File: src/hw/uart_pkg.sv
/* shared timing constants and types for the 8N1 UART; the bit period is fixed here
   at 16 clocks for simulation, so a board build must edit clks_per_bit. */

package uart_pkg;

    // ~~~~~~~~~~~~~~~~~~~~~~~~~~~~~~~~~~~~~~~~~~~~~~~~~~~~~~~~~~~~~~~~~~~~~~~~~~~~
    // bit timing
    // ~~~~~~~~~~~~~~~~~~~~~~~~~~~~~~~~~~~~~~~~~~~~~~~~~~~~~~~~~~~~~~~~~~~~~~~~~~~~

    localparam int clks_per_bit = 16;             // clock cycles per serial bit.
    localparam int half_bit = clks_per_bit / 2;   // offset from an edge to mid-bit.
    localparam int data_bits = 8;                 // payload bits per frame.

    // start + data + stop, in clock cycles.
    localparam int frame_clks = 10 * clks_per_bit;

    // ~~~~~~~~~~~~~~~~~~~~~~~~~~~~~~~~~~~~~~~~~~~~~~~~~~~~~~~~~~~~~~~~~~~~~~~~~~~~
    // types
    // ~~~~~~~~~~~~~~~~~~~~~~~~~~~~~~~~~~~~~~~~~~~~~~~~~~~~~~~~~~~~~~~~~~~~~~~~~~~~

    typedef logic [15:0] baud_cnt_t;   // bit-period counter, wide enough for a board divisor.
    typedef logic [7:0] uart_byte_t;   // one data byte.

    // transmit FSM.
    typedef enum logic [1:0] {
        tx_idle,    // line high, waiting for a start strobe.
        tx_start,   // driving the low start bit.
        tx_data,    // shifting data out, lsb first.
        tx_stop     // driving the high stop bit.
    } tx_state_t;

    // receive FSM.
    typedef enum logic [1:0] {
        rx_idle,    // waiting for a falling edge.
        rx_start,   // counting to the middle of the start bit.
        rx_data,    // sampling data bits at mid-bit.
        rx_stop     // sampling and checking the stop bit.
    } rx_state_t;

endpackage : uart_pkg

File: src/hw/uart_tx.sv
/* 8N1 serializer; start is only honoured in idle and must not pulse while busy.
   busy rises the cycle after start and stays high for exactly one frame. */

`timescale 1ns/1ps

module uart_tx (
    input  logic                  clk,
    input  logic                  reset,
    input  logic                  start,     // one-cycle strobe, byte_in valid with it.
    input  uart_pkg::uart_byte_t  byte_in,
    output logic                  line,      // serial output, idles high.
    output logic                  busy       // high while a frame is on the line.
);

    import uart_pkg::*;

    tx_state_t  state;
    baud_cnt_t  baud_cnt;      // cycles spent in the current bit.
    logic [2:0] bit_idx;       // data bit being sent.
    uart_byte_t shift_q;       // remaining data bits, next one in bit 0.
    logic       bit_end;

    // last cycle of the current bit period.
    assign bit_end = (baud_cnt == baud_cnt_t'(clks_per_bit - 1));

    // ~~~~~~~~~~~~~~~~~~~~~~~~~~~~~~~~~~~~~~~~~~~~~~~~~~~~~~~~~~~~~~~~~~~~~~~~~~~~
    // frame FSM
    // ~~~~~~~~~~~~~~~~~~~~~~~~~~~~~~~~~~~~~~~~~~~~~~~~~~~~~~~~~~~~~~~~~~~~~~~~~~~~

    always_ff @(posedge clk) begin
        if (reset) begin
            state    <= tx_idle;
            baud_cnt <= '0;
            bit_idx  <= '0;
            line     <= 1'b1;   // idle line is mark.
            busy     <= 1'b0;
        end else begin
            case (state)
                tx_idle: begin
                    baud_cnt <= '0;
                    bit_idx  <= '0;
                    if (start) begin
                        state <= tx_start;
                        line  <= 1'b0;      // start bit goes out right away.
                        busy  <= 1'b1;
                    end
                end
                tx_start: begin
                    if (bit_end) begin
                        state    <= tx_data;
                        baud_cnt <= '0;
                        line     <= shift_q[0];   // lsb first.
                    end else begin
                        baud_cnt <= baud_cnt + 1'b1;
                    end
                end
                tx_data: begin
                    if (bit_end) begin
                        baud_cnt <= '0;
                        if (bit_idx == 3'(data_bits - 1)) begin
                            state <= tx_stop;
                            line  <= 1'b1;        // stop bit.
                        end else begin
                            bit_idx <= bit_idx + 1'b1;
                            line    <= shift_q[0];
                        end
                    end else begin
                        baud_cnt <= baud_cnt + 1'b1;
                    end
                end
                tx_stop: begin
                    if (bit_end) begin
                        state    <= tx_idle;
                        baud_cnt <= '0;
                        busy     <= 1'b0;   // line stays high.
                    end else begin
                        baud_cnt <= baud_cnt + 1'b1;
                    end
                end
                default: begin
                    state <= tx_idle;
                    line  <= 1'b1;
                    busy  <= 1'b0;
                end
            endcase
        end
    end

    // payload shifter, no reset needed.
    // loaded on accept, then drops one bit each time a data bit is put on the line.
    always_ff @(posedge clk) begin
        if (state == tx_idle && start) begin
            shift_q <= byte_in;
        end else if (bit_end && (state == tx_start || state == tx_data)) begin
            shift_q <= shift_q >> 1;
        end
    end

    // the top must hold off its strobe until the frame in flight is done.
    a_no_start_while_busy : assert property (
        @(posedge clk) disable iff (reset) start |-> !busy
    ) else $error("uart_tx: start strobe while busy.");

endmodule : uart_tx

File: src/hw/uart_rx.sv
/* 8N1 deserializer with a two-flop synchronizer and mid-bit sampling, no oversampling
   vote. done or frame_bad pulses about 2-4 cycles after the middle of the stop bit. */

`timescale 1ns/1ps

module uart_rx (
    input  logic                  clk,
    input  logic                  reset,
    input  logic                  line,        // asynchronous serial input.
    output uart_pkg::uart_byte_t  byte_out,    // valid while done is high.
    output logic                  done,        // one-cycle pulse, good frame.
    output logic                  frame_bad    // one-cycle pulse, stop bit low.
);

    import uart_pkg::*;

    // ~~~~~~~~~~~~~~~~~~~~~~~~~~~~~~~~~~~~~~~~~~~~~~~~~~~~~~~~~~~~~~~~~~~~~~~~~~~~
    // input synchronizer and edge detect
    // ~~~~~~~~~~~~~~~~~~~~~~~~~~~~~~~~~~~~~~~~~~~~~~~~~~~~~~~~~~~~~~~~~~~~~~~~~~~~

    logic sync_q1;    // first flop, may go metastable.
    logic line_s;     // synchronized line.
    logic line_d;     // previous synchronized value.
    logic fall;

    always_ff @(posedge clk) begin
        if (reset) begin
            sync_q1 <= 1'b1;   // preset to the idle level.
            line_s  <= 1'b1;
            line_d  <= 1'b1;
        end else begin
            sync_q1 <= line;
            line_s  <= sync_q1;
            line_d  <= line_s;
        end
    end

    // high-to-low transition, a candidate start bit.
    assign fall = line_d & ~line_s;

    // ~~~~~~~~~~~~~~~~~~~~~~~~~~~~~~~~~~~~~~~~~~~~~~~~~~~~~~~~~~~~~~~~~~~~~~~~~~~~
    // frame FSM
    // ~~~~~~~~~~~~~~~~~~~~~~~~~~~~~~~~~~~~~~~~~~~~~~~~~~~~~~~~~~~~~~~~~~~~~~~~~~~~

    rx_state_t  state;
    baud_cnt_t  baud_cnt;      // cycles since the last sample point.
    logic [2:0] bit_idx;       // data bit being received.
    uart_byte_t shift_q;       // data bits, msb side filled first.
    logic       mid_start;     // middle of the start bit.
    logic       mid_bit;       // middle of a data or stop bit.

    assign mid_start = (baud_cnt == baud_cnt_t'(half_bit - 1));
    assign mid_bit   = (baud_cnt == baud_cnt_t'(clks_per_bit - 1));

    always_ff @(posedge clk) begin
        if (reset) begin
            state     <= rx_idle;
            baud_cnt  <= '0;
            bit_idx   <= '0;
            done      <= 1'b0;
            frame_bad <= 1'b0;
        end else begin
            done      <= 1'b0;   // both flags are single-cycle.
            frame_bad <= 1'b0;
            case (state)
                rx_idle: begin
                    baud_cnt <= '0;
                    bit_idx  <= '0;
                    if (fall) begin
                        state <= rx_start;
                    end
                end
                rx_start: begin
                    if (mid_start) begin
                        baud_cnt <= '0;
                        // a line back high at mid-start was a glitch.
                        state <= line_s ? rx_idle : rx_data;
                    end else begin
                        baud_cnt <= baud_cnt + 1'b1;
                    end
                end
                rx_data: begin
                    if (mid_bit) begin
                        baud_cnt <= '0;
                        if (bit_idx == 3'(data_bits - 1)) begin
                            state <= rx_stop;
                        end else begin
                            bit_idx <= bit_idx + 1'b1;
                        end
                    end else begin
                        baud_cnt <= baud_cnt + 1'b1;
                    end
                end
                rx_stop: begin
                    if (mid_bit) begin
                        baud_cnt  <= '0;
                        state     <= rx_idle;   // rest of the stop bit is ignored.
                        done      <= line_s;
                        frame_bad <= ~line_s;
                    end else begin
                        baud_cnt <= baud_cnt + 1'b1;
                    end
                end
                default: begin
                    state <= rx_idle;
                end
            endcase
        end
    end

    // payload, shifted in lsb first at each data mid-bit.
    always_ff @(posedge clk) begin
        if (state == rx_data && mid_bit) begin
            shift_q <= {line_s, shift_q[7:1]};
        end
    end

    assign byte_out = shift_q;   // stable from the last data bit through done.

    // a frame ends either good or bad, never both.
    a_done_xor_bad : assert property (
        @(posedge clk) disable iff (reset) !(done && frame_bad)
    ) else $error("uart_rx: done and frame_bad together.");

endmodule : uart_rx

File: src/hw/uart_top.sv
/* UART top with a single-byte receive holding register; no FIFO and no flow control.
   bytes offered with tx_valid while the transmitter is busy are dropped. */

`timescale 1ns/1ps

module uart_top (
    input  logic                  clk,
    input  logic                  reset,

    // transmit side.
    input  uart_pkg::uart_byte_t  tx_data,        // sampled when accepted.
    input  logic                  tx_valid,       // request to send tx_data.
    output logic                  tx_busy,        // frame in progress.
    output logic                  tx_line,        // serial output.

    // receive side.
    input  logic                  rx_line,        // serial input, asynchronous.
    input  logic                  rx_clear,       // rising edge acknowledges the byte.
    output uart_pkg::uart_byte_t  rx_data,        // last good byte.
    output logic                  rx_ready,       // new byte waiting.
    output logic                  rx_overrun,     // byte arrived while rx_ready was set.
    output logic                  rx_frame_err    // sticky, stop bit seen low.
);

    import uart_pkg::*;

    // ~~~~~~~~~~~~~~~~~~~~~~~~~~~~~~~~~~~~~~~~~~~~~~~~~~~~~~~~~~~~~~~~~~~~~~~~~~~~
    // transmit accept
    // ~~~~~~~~~~~~~~~~~~~~~~~~~~~~~~~~~~~~~~~~~~~~~~~~~~~~~~~~~~~~~~~~~~~~~~~~~~~~

    logic       tx_start;   // one-cycle strobe into the serializer.
    uart_byte_t tx_byte;    // byte held for the serializer.
    logic       tx_accept;

    // busy is still low while the strobe is in flight, so the strobe blocks too.
    assign tx_accept = tx_valid & ~tx_busy & ~tx_start;

    always_ff @(posedge clk) begin
        if (reset) begin
            tx_start <= 1'b0;
        end else begin
            tx_start <= tx_accept;
        end
    end

    always_ff @(posedge clk) begin
        if (tx_accept) begin
            tx_byte <= tx_data;
        end
    end

    uart_tx u_tx (
        .clk     (clk),
        .reset   (reset),
        .start   (tx_start),
        .byte_in (tx_byte),
        .line    (tx_line),
        .busy    (tx_busy)
    );

    // ~~~~~~~~~~~~~~~~~~~~~~~~~~~~~~~~~~~~~~~~~~~~~~~~~~~~~~~~~~~~~~~~~~~~~~~~~~~~
    // receive path and status flags
    // ~~~~~~~~~~~~~~~~~~~~~~~~~~~~~~~~~~~~~~~~~~~~~~~~~~~~~~~~~~~~~~~~~~~~~~~~~~~~

    uart_byte_t rx_byte;        // deserializer output, valid with rx_done.
    logic       rx_done;
    logic       rx_frame_bad;
    logic       rx_clear_q;     // previous rx_clear for edge detect.
    logic       clear_rise;

    uart_rx u_rx (
        .clk       (clk),
        .reset     (reset),
        .line      (rx_line),
        .byte_out  (rx_byte),
        .done      (rx_done),
        .frame_bad (rx_frame_bad)
    );

    assign clear_rise = rx_clear & ~rx_clear_q;   // a held clear acts once.

    always_ff @(posedge clk) begin
        if (reset) begin
            rx_clear_q   <= 1'b0;
            rx_ready     <= 1'b0;
            rx_overrun   <= 1'b0;
            rx_frame_err <= 1'b0;
        end else begin
            rx_clear_q <= rx_clear;

            // a new byte beats a clear in the same cycle.
            if (rx_done) begin
                rx_ready <= 1'b1;
            end else if (clear_rise) begin
                rx_ready <= 1'b0;
            end

            // the old byte counts as read when the clear comes with the new one.
            if (rx_done && rx_ready && !clear_rise) begin
                rx_overrun <= 1'b1;
            end else if (clear_rise) begin
                rx_overrun <= 1'b0;
            end

            if (rx_frame_bad) begin
                rx_frame_err <= 1'b1;   // ready and data untouched.
            end else if (clear_rise) begin
                rx_frame_err <= 1'b0;
            end
        end
    end

    // holding register, overwritten on every good frame.
    always_ff @(posedge clk) begin
        if (rx_done) begin
            rx_data <= rx_byte;
        end
    end

    // overrun only exists on top of an unread byte.
    a_overrun_needs_ready : assert property (
        @(posedge clk) disable iff (reset) rx_overrun |-> rx_ready
    ) else $error("uart_top: rx_overrun without rx_ready.");

endmodule : uart_top

File: config.mk
export PLATFORM = sky130hd
export DESIGN_NAME = uart_top
export DESIGN_NICKNAME = d
export VERILOG_FILES = /design/src/hw/uart_pkg.sv /design/src/hw/uart_tx.sv /design/src/hw/uart_rx.sv /design/src/hw/uart_top.sv
export SDC_FILE = /design/constraint.sdc
export NUM_CORES = 1
export LEC_CHECK = 0
export ABC_AREA = 1
export BUFFER_PORTS_ARGS = -buffer_cell sky130_fd_sc_hd__buf_2
export CAP_MARGIN = 20
export CORE_UTILIZATION = 60
export DETAILED_ROUTE_END_ITERATION = 12
export PLACE_DENSITY = 0.79
export SYNTH_ARGS = -nofsm -noshare
export SYNTH_HDL_FRONTEND = slang
export SYNTH_SLANG_ARGS = --single-unit
File: constraint.sdc
create_clock -name clk -period 6.3 [get_ports clk]
set_clock_uncertainty 0.1 [all_clocks]
set_input_delay 0.63 -clock clk [delete_from_list [all_inputs] [get_ports clk]]
set_output_delay 0.63 -clock clk [all_outputs]
set_load 0.005 [all_outputs]
# Word-level counts from Yosys, hierarchy flattened

Cells that the tools add are included.

Register bits: 86
Input bits: 13
Output and inout port bits: 13
Word-level logic and storage cells: 123

$add $sub $neg: 4
Equal/unequal tests: 23
Muxes and demuxes: 38
Bitwise logic cells: 10
Reduce and logical (&&, ||, !) cells: 26

Operator list:

| kind                                                             | count |
|---|---|
| 16-bit two-way mux                                               | 3 |
| 16-bit one-hot mux with 3 select lines                           | 1 |
| 16-bit by 1-bit adder with 16-bit output, second input constant  | 2 |
| 16-bit by 4-bit == test with 1-bit output, second input constant | 2 |
| 16-bit one-hot mux with 2 select lines                           | 1 |
| 2-bit two-way mux                                                | 11 |
| 2-bit by 1-bit != test with 1-bit output, second input constant  | 9 |
| 16-bit by 3-bit == test with 1-bit output, second input constant | 1 |
| 8-bit two-way mux                                                | 2 |
| 2-bit one-hot mux with 4 select lines                            | 2 |
| 2-bit nonzero test                                               | 7 |
| 3-bit two-way mux                                                | 4 |
| 3-bit one-hot mux with 2 select lines                            | 2 |
| 1-bit two-way mux                                                | 10 |
| 5-bit AND reduction                                              | 2 |
| 3-bit AND reduction                                              | 3 |
| 2-bit == test, second input constant                             | 4 |
| 3-bit by 1-bit adder with 3-bit output, second input constant    | 2 |
| 3-bit == test, second input constant                             | 2 |
| 2-bit != test, second input constant                             | 3 |
| 1-bit inverter                                                   | 6 |
| 3-bit OR reduction                                               | 2 |
| 1-bit logical AND                                                | 5 |
| 1-bit AND                                                        | 4 |
| other kinds (9)                                                  | 11 |

# Longest topological paths before layout

Word-level depth: 5
Depth in mapped cells: 11
Mapped depth without buffers: 11

# By module

Synthesis repeated with hierarchy kept, for this count alone.

Cells, all modules: 439
Area total of the unflattened synthesis: 3791.1 µm²

By module, submodules not included:

| module   | times used | cells an instance | area each (µm²) | sequential area each (µm²) |
|---|---|---|---|---|
| uart_tx  | 1          | 211               | 1592.8          | 700.7 |
| uart_rx  | 1          | 189               | 1532.7          | 760.7 |
| uart_top | 1          | 39                | 665.6           | 580.6 |

# Worst setup path before layout

Ideal clock, no wire load.

Path type: flip-flop to flip-flop
Start point: register u_tx.baud_cnt[0]
End point: register u_tx.shift_q[0] (enable)
Library setup time: 0.384 ns
Data arrival time: 1.489 ns
Setup slack: 4.327 ns
Stages on the path, launching flop included: 6
Buffers on the path: 0
Period minus slack after synthesis: 1.973 ns
Cell sequence: dfxtp_1 > ha_1 > nand3_1 > nor2_1 > nand2_1 > o21ai_0

Cells in the longest elaborated chain, start to end: 3

RTL lines:

| item                                      | RTL line      | RTL |
|---|---|---|
| start: declaration                        | uart_tx.sv:18 | `baud_cnt_t baud_cnt;` |
| start signal: assignment                  | uart_tx.sv:54 | `baud_cnt <= baud_cnt + 1'b1;` |
| start signal: assignment                  | uart_tx.sv:68 | `baud_cnt <= baud_cnt + 1'b1;` |
| start signal: assignment                  | uart_tx.sv:77 | `baud_cnt <= baud_cnt + 1'b1;` |
| 16-bit by 4-bit == test with 1-bit output | uart_tx.sv:24 | `assign bit_end = (baud_cnt == baud_cnt_t'(clks_per_bit - 1));` |
| 1-bit logical AND                         | uart_tx.sv:94 | `end else if (bit_end && (state == tx_start \|\| state == tx_data)) begin` |
| 2-bit nonzero test (no source line)       | n/a           |  |
| end signal: assignment                    | uart_tx.sv:93 | `shift_q <= byte_in;` |
| end signal: assignment                    | uart_tx.sv:95 | `shift_q <= shift_q >> 1;` |
| end: declaration                          | uart_tx.sv:20 | `uart_byte_t shift_q;` |

Every way passes these cells.
A chain may end at the register's enable or synchronous reset.

# Final worst setup path

Start point: register u_tx.baud_cnt[0]
End point: register u_tx.shift_q[2] (enable)

The elaborated chain is that of the path after synthesis.

==> results.json <==
{
  "post_cts_resized": 0,
  "switching_share": 0.2764,
  "grt_pass1_wl_mm": 10.14,
  "critical_path.slowest_cell": "o21ai_0",
  "cp_top_family": "compound AO/OA/AOI/OAI gates",
  "outcome": "finished, final reports clean",
  "clockRootBuffer": "clkbuf_8",
  "grtUsageTotal": 0.2101,
  "crit_path_start_kind": "register",
  "ys_ff_latch": 86,
  "ys_seq_area_frac": 0.5635,
  "worst_hold_startpoint": "u_rx.sync_q1$_SDFF_PP1_",
  "drive_above_1_share": 0.1452,
  "register_area_um2": 2042,
  "slowest_delay_ns": 0.79,
  "overflow": 0,
  "wl_mm": 6.127,
  "rsz0062_at_grt": "false",
  "p_sw_mw": 0.3305,
  "hold_violations": 0,
  "cts_tree": "built",
  "die-area_um2": 6354,
  "wl_per_cell_um": 12.11,
  "fmax_mhz": 456.1,
  "insertion_delay_ns": 0.36,
  "die_y_um": 79.71,
  "ys_types": 34,
  "layout_commonest_cell": "nor2_1",
  "mappedNetlistNets": 420,
  "crit_arrival_ns": 2.07,
  "cts_htree_levels": 3,
  "hold_class": "register to register",
  "tightestPinTransition_ns": 0.9698,
  "synthTopCellsByArea": "dfxtp_1 (30%), edfxtp_1 (27%), nor2_1 (8.7%), nand2_1 (6.0%), ha_1 (4.1%)",
  "relSlewSlack": 0.3466,
  "grt_max_degree": 17,
  "area_growth_pct": 11.22,
  "path_cells": "ha_1, nand3_1, nor2_1, nand2_1, o21ai_0",
  "finalSetupViolations": 0,
  "min_period_over_period": 0.3480,
  "hold_buffers": 0,
  "fin_crit_ns": 2.193,
  "power_frac_comb": 0.141,
  "placed_area_um2": 3819,
  "final_area_um2": 4030,
  "cts_max_path_buffers": 2,
  "critPathLaunch": "u_tx.baud_cnt[0]$_SDFF_PP0_",
  "path_max_fanout": 8,
  "cts_setup_buffers": 0,
  "nNetsFinal": 454,
  "antenna_cells": 0,
  "layout_common_cells": "nor2_1 (84), nand2_1 (58), dfxtp_1 (54), inv_1 (36), edfxtp_1 (32)",
  "dp_hpwl_mm": 4.326,
  "ys_warn_count": 0,
  "r2r_start": "u_tx.baud_cnt[0]$_SDFF_PP0_",
  "numCtsBuffers": 9,
  "power.internal_mw": 0.8652,
  "critPathKind": "register to register",
  "rows": 27,
  "vias": 2730,
  "grt_pass1_vias": 2421,
  "drtAntennaViolNets": 0,
  "power_leakage_nw": 1.576,
  "maxCapViolations": 0,
  "syn_inst": 395,
  "synth_top_area_share": 0.2983,
  "coreArea_um2": 5675,
  "multi_input_area_um2": 1419,
  "syn_avg_cell_area_um2": 9.173,
  "gp_congestion": 0.8318,
  "routed_via_density": 5.395,
  "drt_iter0_markers": 92,
  "clkSlewWorstSetupHoldPaths_ns": 0.09,
  "start_util": 0.6384,
  "yosys.area.top_type": "dfxtp_1",
  "port_buffers": 25,
  "fill_cells": 448,
  "die_w_um": 79.71,
  "ios": 26,
  "max-vdd-ir-drop_mv": 0.1607,
  "clkSinkCount": 86,
  "drv_slew": 0,
  "drtPass1Iterations": 4,
  "seq_power_share": 0.531,
  "crit_path_end_kind": "register",
  "drc": 0,
  "p_clk_frac": 0.328,
  "path_buf_inv": 0,
  "antenna_found_initial": 0,
  "powerDensity_nw_per_um2": 296.7,
  "fin_tns_setup_ns": 0,
  "required_ns": 6.18,
  "syn_area_um2": 3623
}
-- power by group through the flow --
stage / Combinational (mW) / Sequential (mW) / Clock [mW]
final: 0.169 / 0.634 / 0.392
after global routing: 0.192 / 0.638 / 0.422
after global placement: 0.158 / 0.645 / 0
after floorplan: 0.126 / 0.642 / 0
after detailed placement: 0.165 / 0.648 / 0
after CTS: 0.166 / 0.635 / 0.401
-- logic make-up (layout without fill, tap and decap cells) --
logic type / Yosys count / after routing / share of synthesized area
muxes: 7 / 7 / 0.02176
DFF: 86 / 86 / 0.5635
and+or+nand+nor: 205 / 205 / 0.2531
AOI/OAI and AO/OA: 33 / 33 / 0.04869
adders and majority gates: 12 / 12 / 0.04144
buffers and inverters: 41 / 80 / 0.04489
xor gates and xnor gates: 11 / 11 / 0.02659
-- worst paths after layout --
check        depth (start not counted)  slack, ns                        end
max                                  5       4.11  u_tx.shift_q[2]$_DFFE_PP_
min                                  1       0.32     u_rx.line_s$_SDFF_PP1_
max reg2reg                          5       4.11  u_tx.shift_q[2]$_DFFE_PP_
min reg2reg                          1       0.32     u_rx.line_s$_SDFF_PP1_
-- synth_stat cells, drive strengths merged --
cell	count
a22oi	1
nand3	26
nor4	1
or2	5
nand2	63
a31oi	1
buf	2
a21o	1
clkbuf	1
o21ai	9
o21bai	1
ha	12
edfxtp	32
nor3	9
xnor2	4
nand3b	1
o21a	1
nor3b	6
a21oi	19
nand4	8
inv	38
mux2	7
nor2	86
xor2	7
dfxtp	54
-- final cells by class --
class                      instances  share of cell area
clock buffer                       9             0.03074
clock inverter                     7             0.01987
inverter                          38             0.03539
multi-input combinational        268              0.3521
sequential                        86              0.5067
tap                               72             0.02235
timing repair buffer              26             0.03291
-- sequential cells by signal, indices dropped and copies added (netlist names), 2 cells and up, named ones only --
| signal | flops |
|---|---|
| rx_data | 8 |
| tx_byte | 8 |
| u_rx.baud_cnt | 16 |
| u_rx.bit_idx | 3 |
| u_rx.byte_out | 8 |
| u_tx.baud_cnt | 16 |
| u_tx.bit_idx | 3 |
| u_tx.shift_q | 8 |
| u_tx.state | 2 |
-- through the flow --
| step | util | instances | hold WS [ns] | power, mW | setup WS (ns) |
|---|---|---|---|---|---|
| floorplan | - | 395 | 0.2895 | 0.7678 | 4.327 |
| finish | 0.7101 | 506 | 0.3223 | 1.196 | 4.107 |
| CTS | 0.7088 | 505 | 0.3227 | 1.202 | 4.083 |
| global placement | 0.6728 | 489 | 0.3030 | 0.8030 | 4.085 |
| global route | 0.7101 | 506 | 0.3190 | 1.252 | 3.875 |
| detailed placement | 0.6728 | 489 | 0.3014 | 0.8130 | 4.108 |
-- worst register-to-register path, stage by stage (launching register included) --
cell and delay, ns:
dfxtp_1 0.36, ha_1 0.19, nand3_1 0.12, nor2_1 0.12, nand2_1 0.14, o21ai_0 0.79
-- metal layers --
| layer | global-route usage | vias to the layer above | routed length (µm) |
|---|---|---|---|
| li1 | - | 1377 | - |
| met4 | 0.09273 | 0 | 97 |
| met3 | 0.05486 | 10 | 204 |
| met1 | 0.2507 | 1297 | 2911 |
| met5 | 0 | - | 0 |
| met2 | 0.3547 | 46 | 2914 |
(Power assumes the default switching activity.)
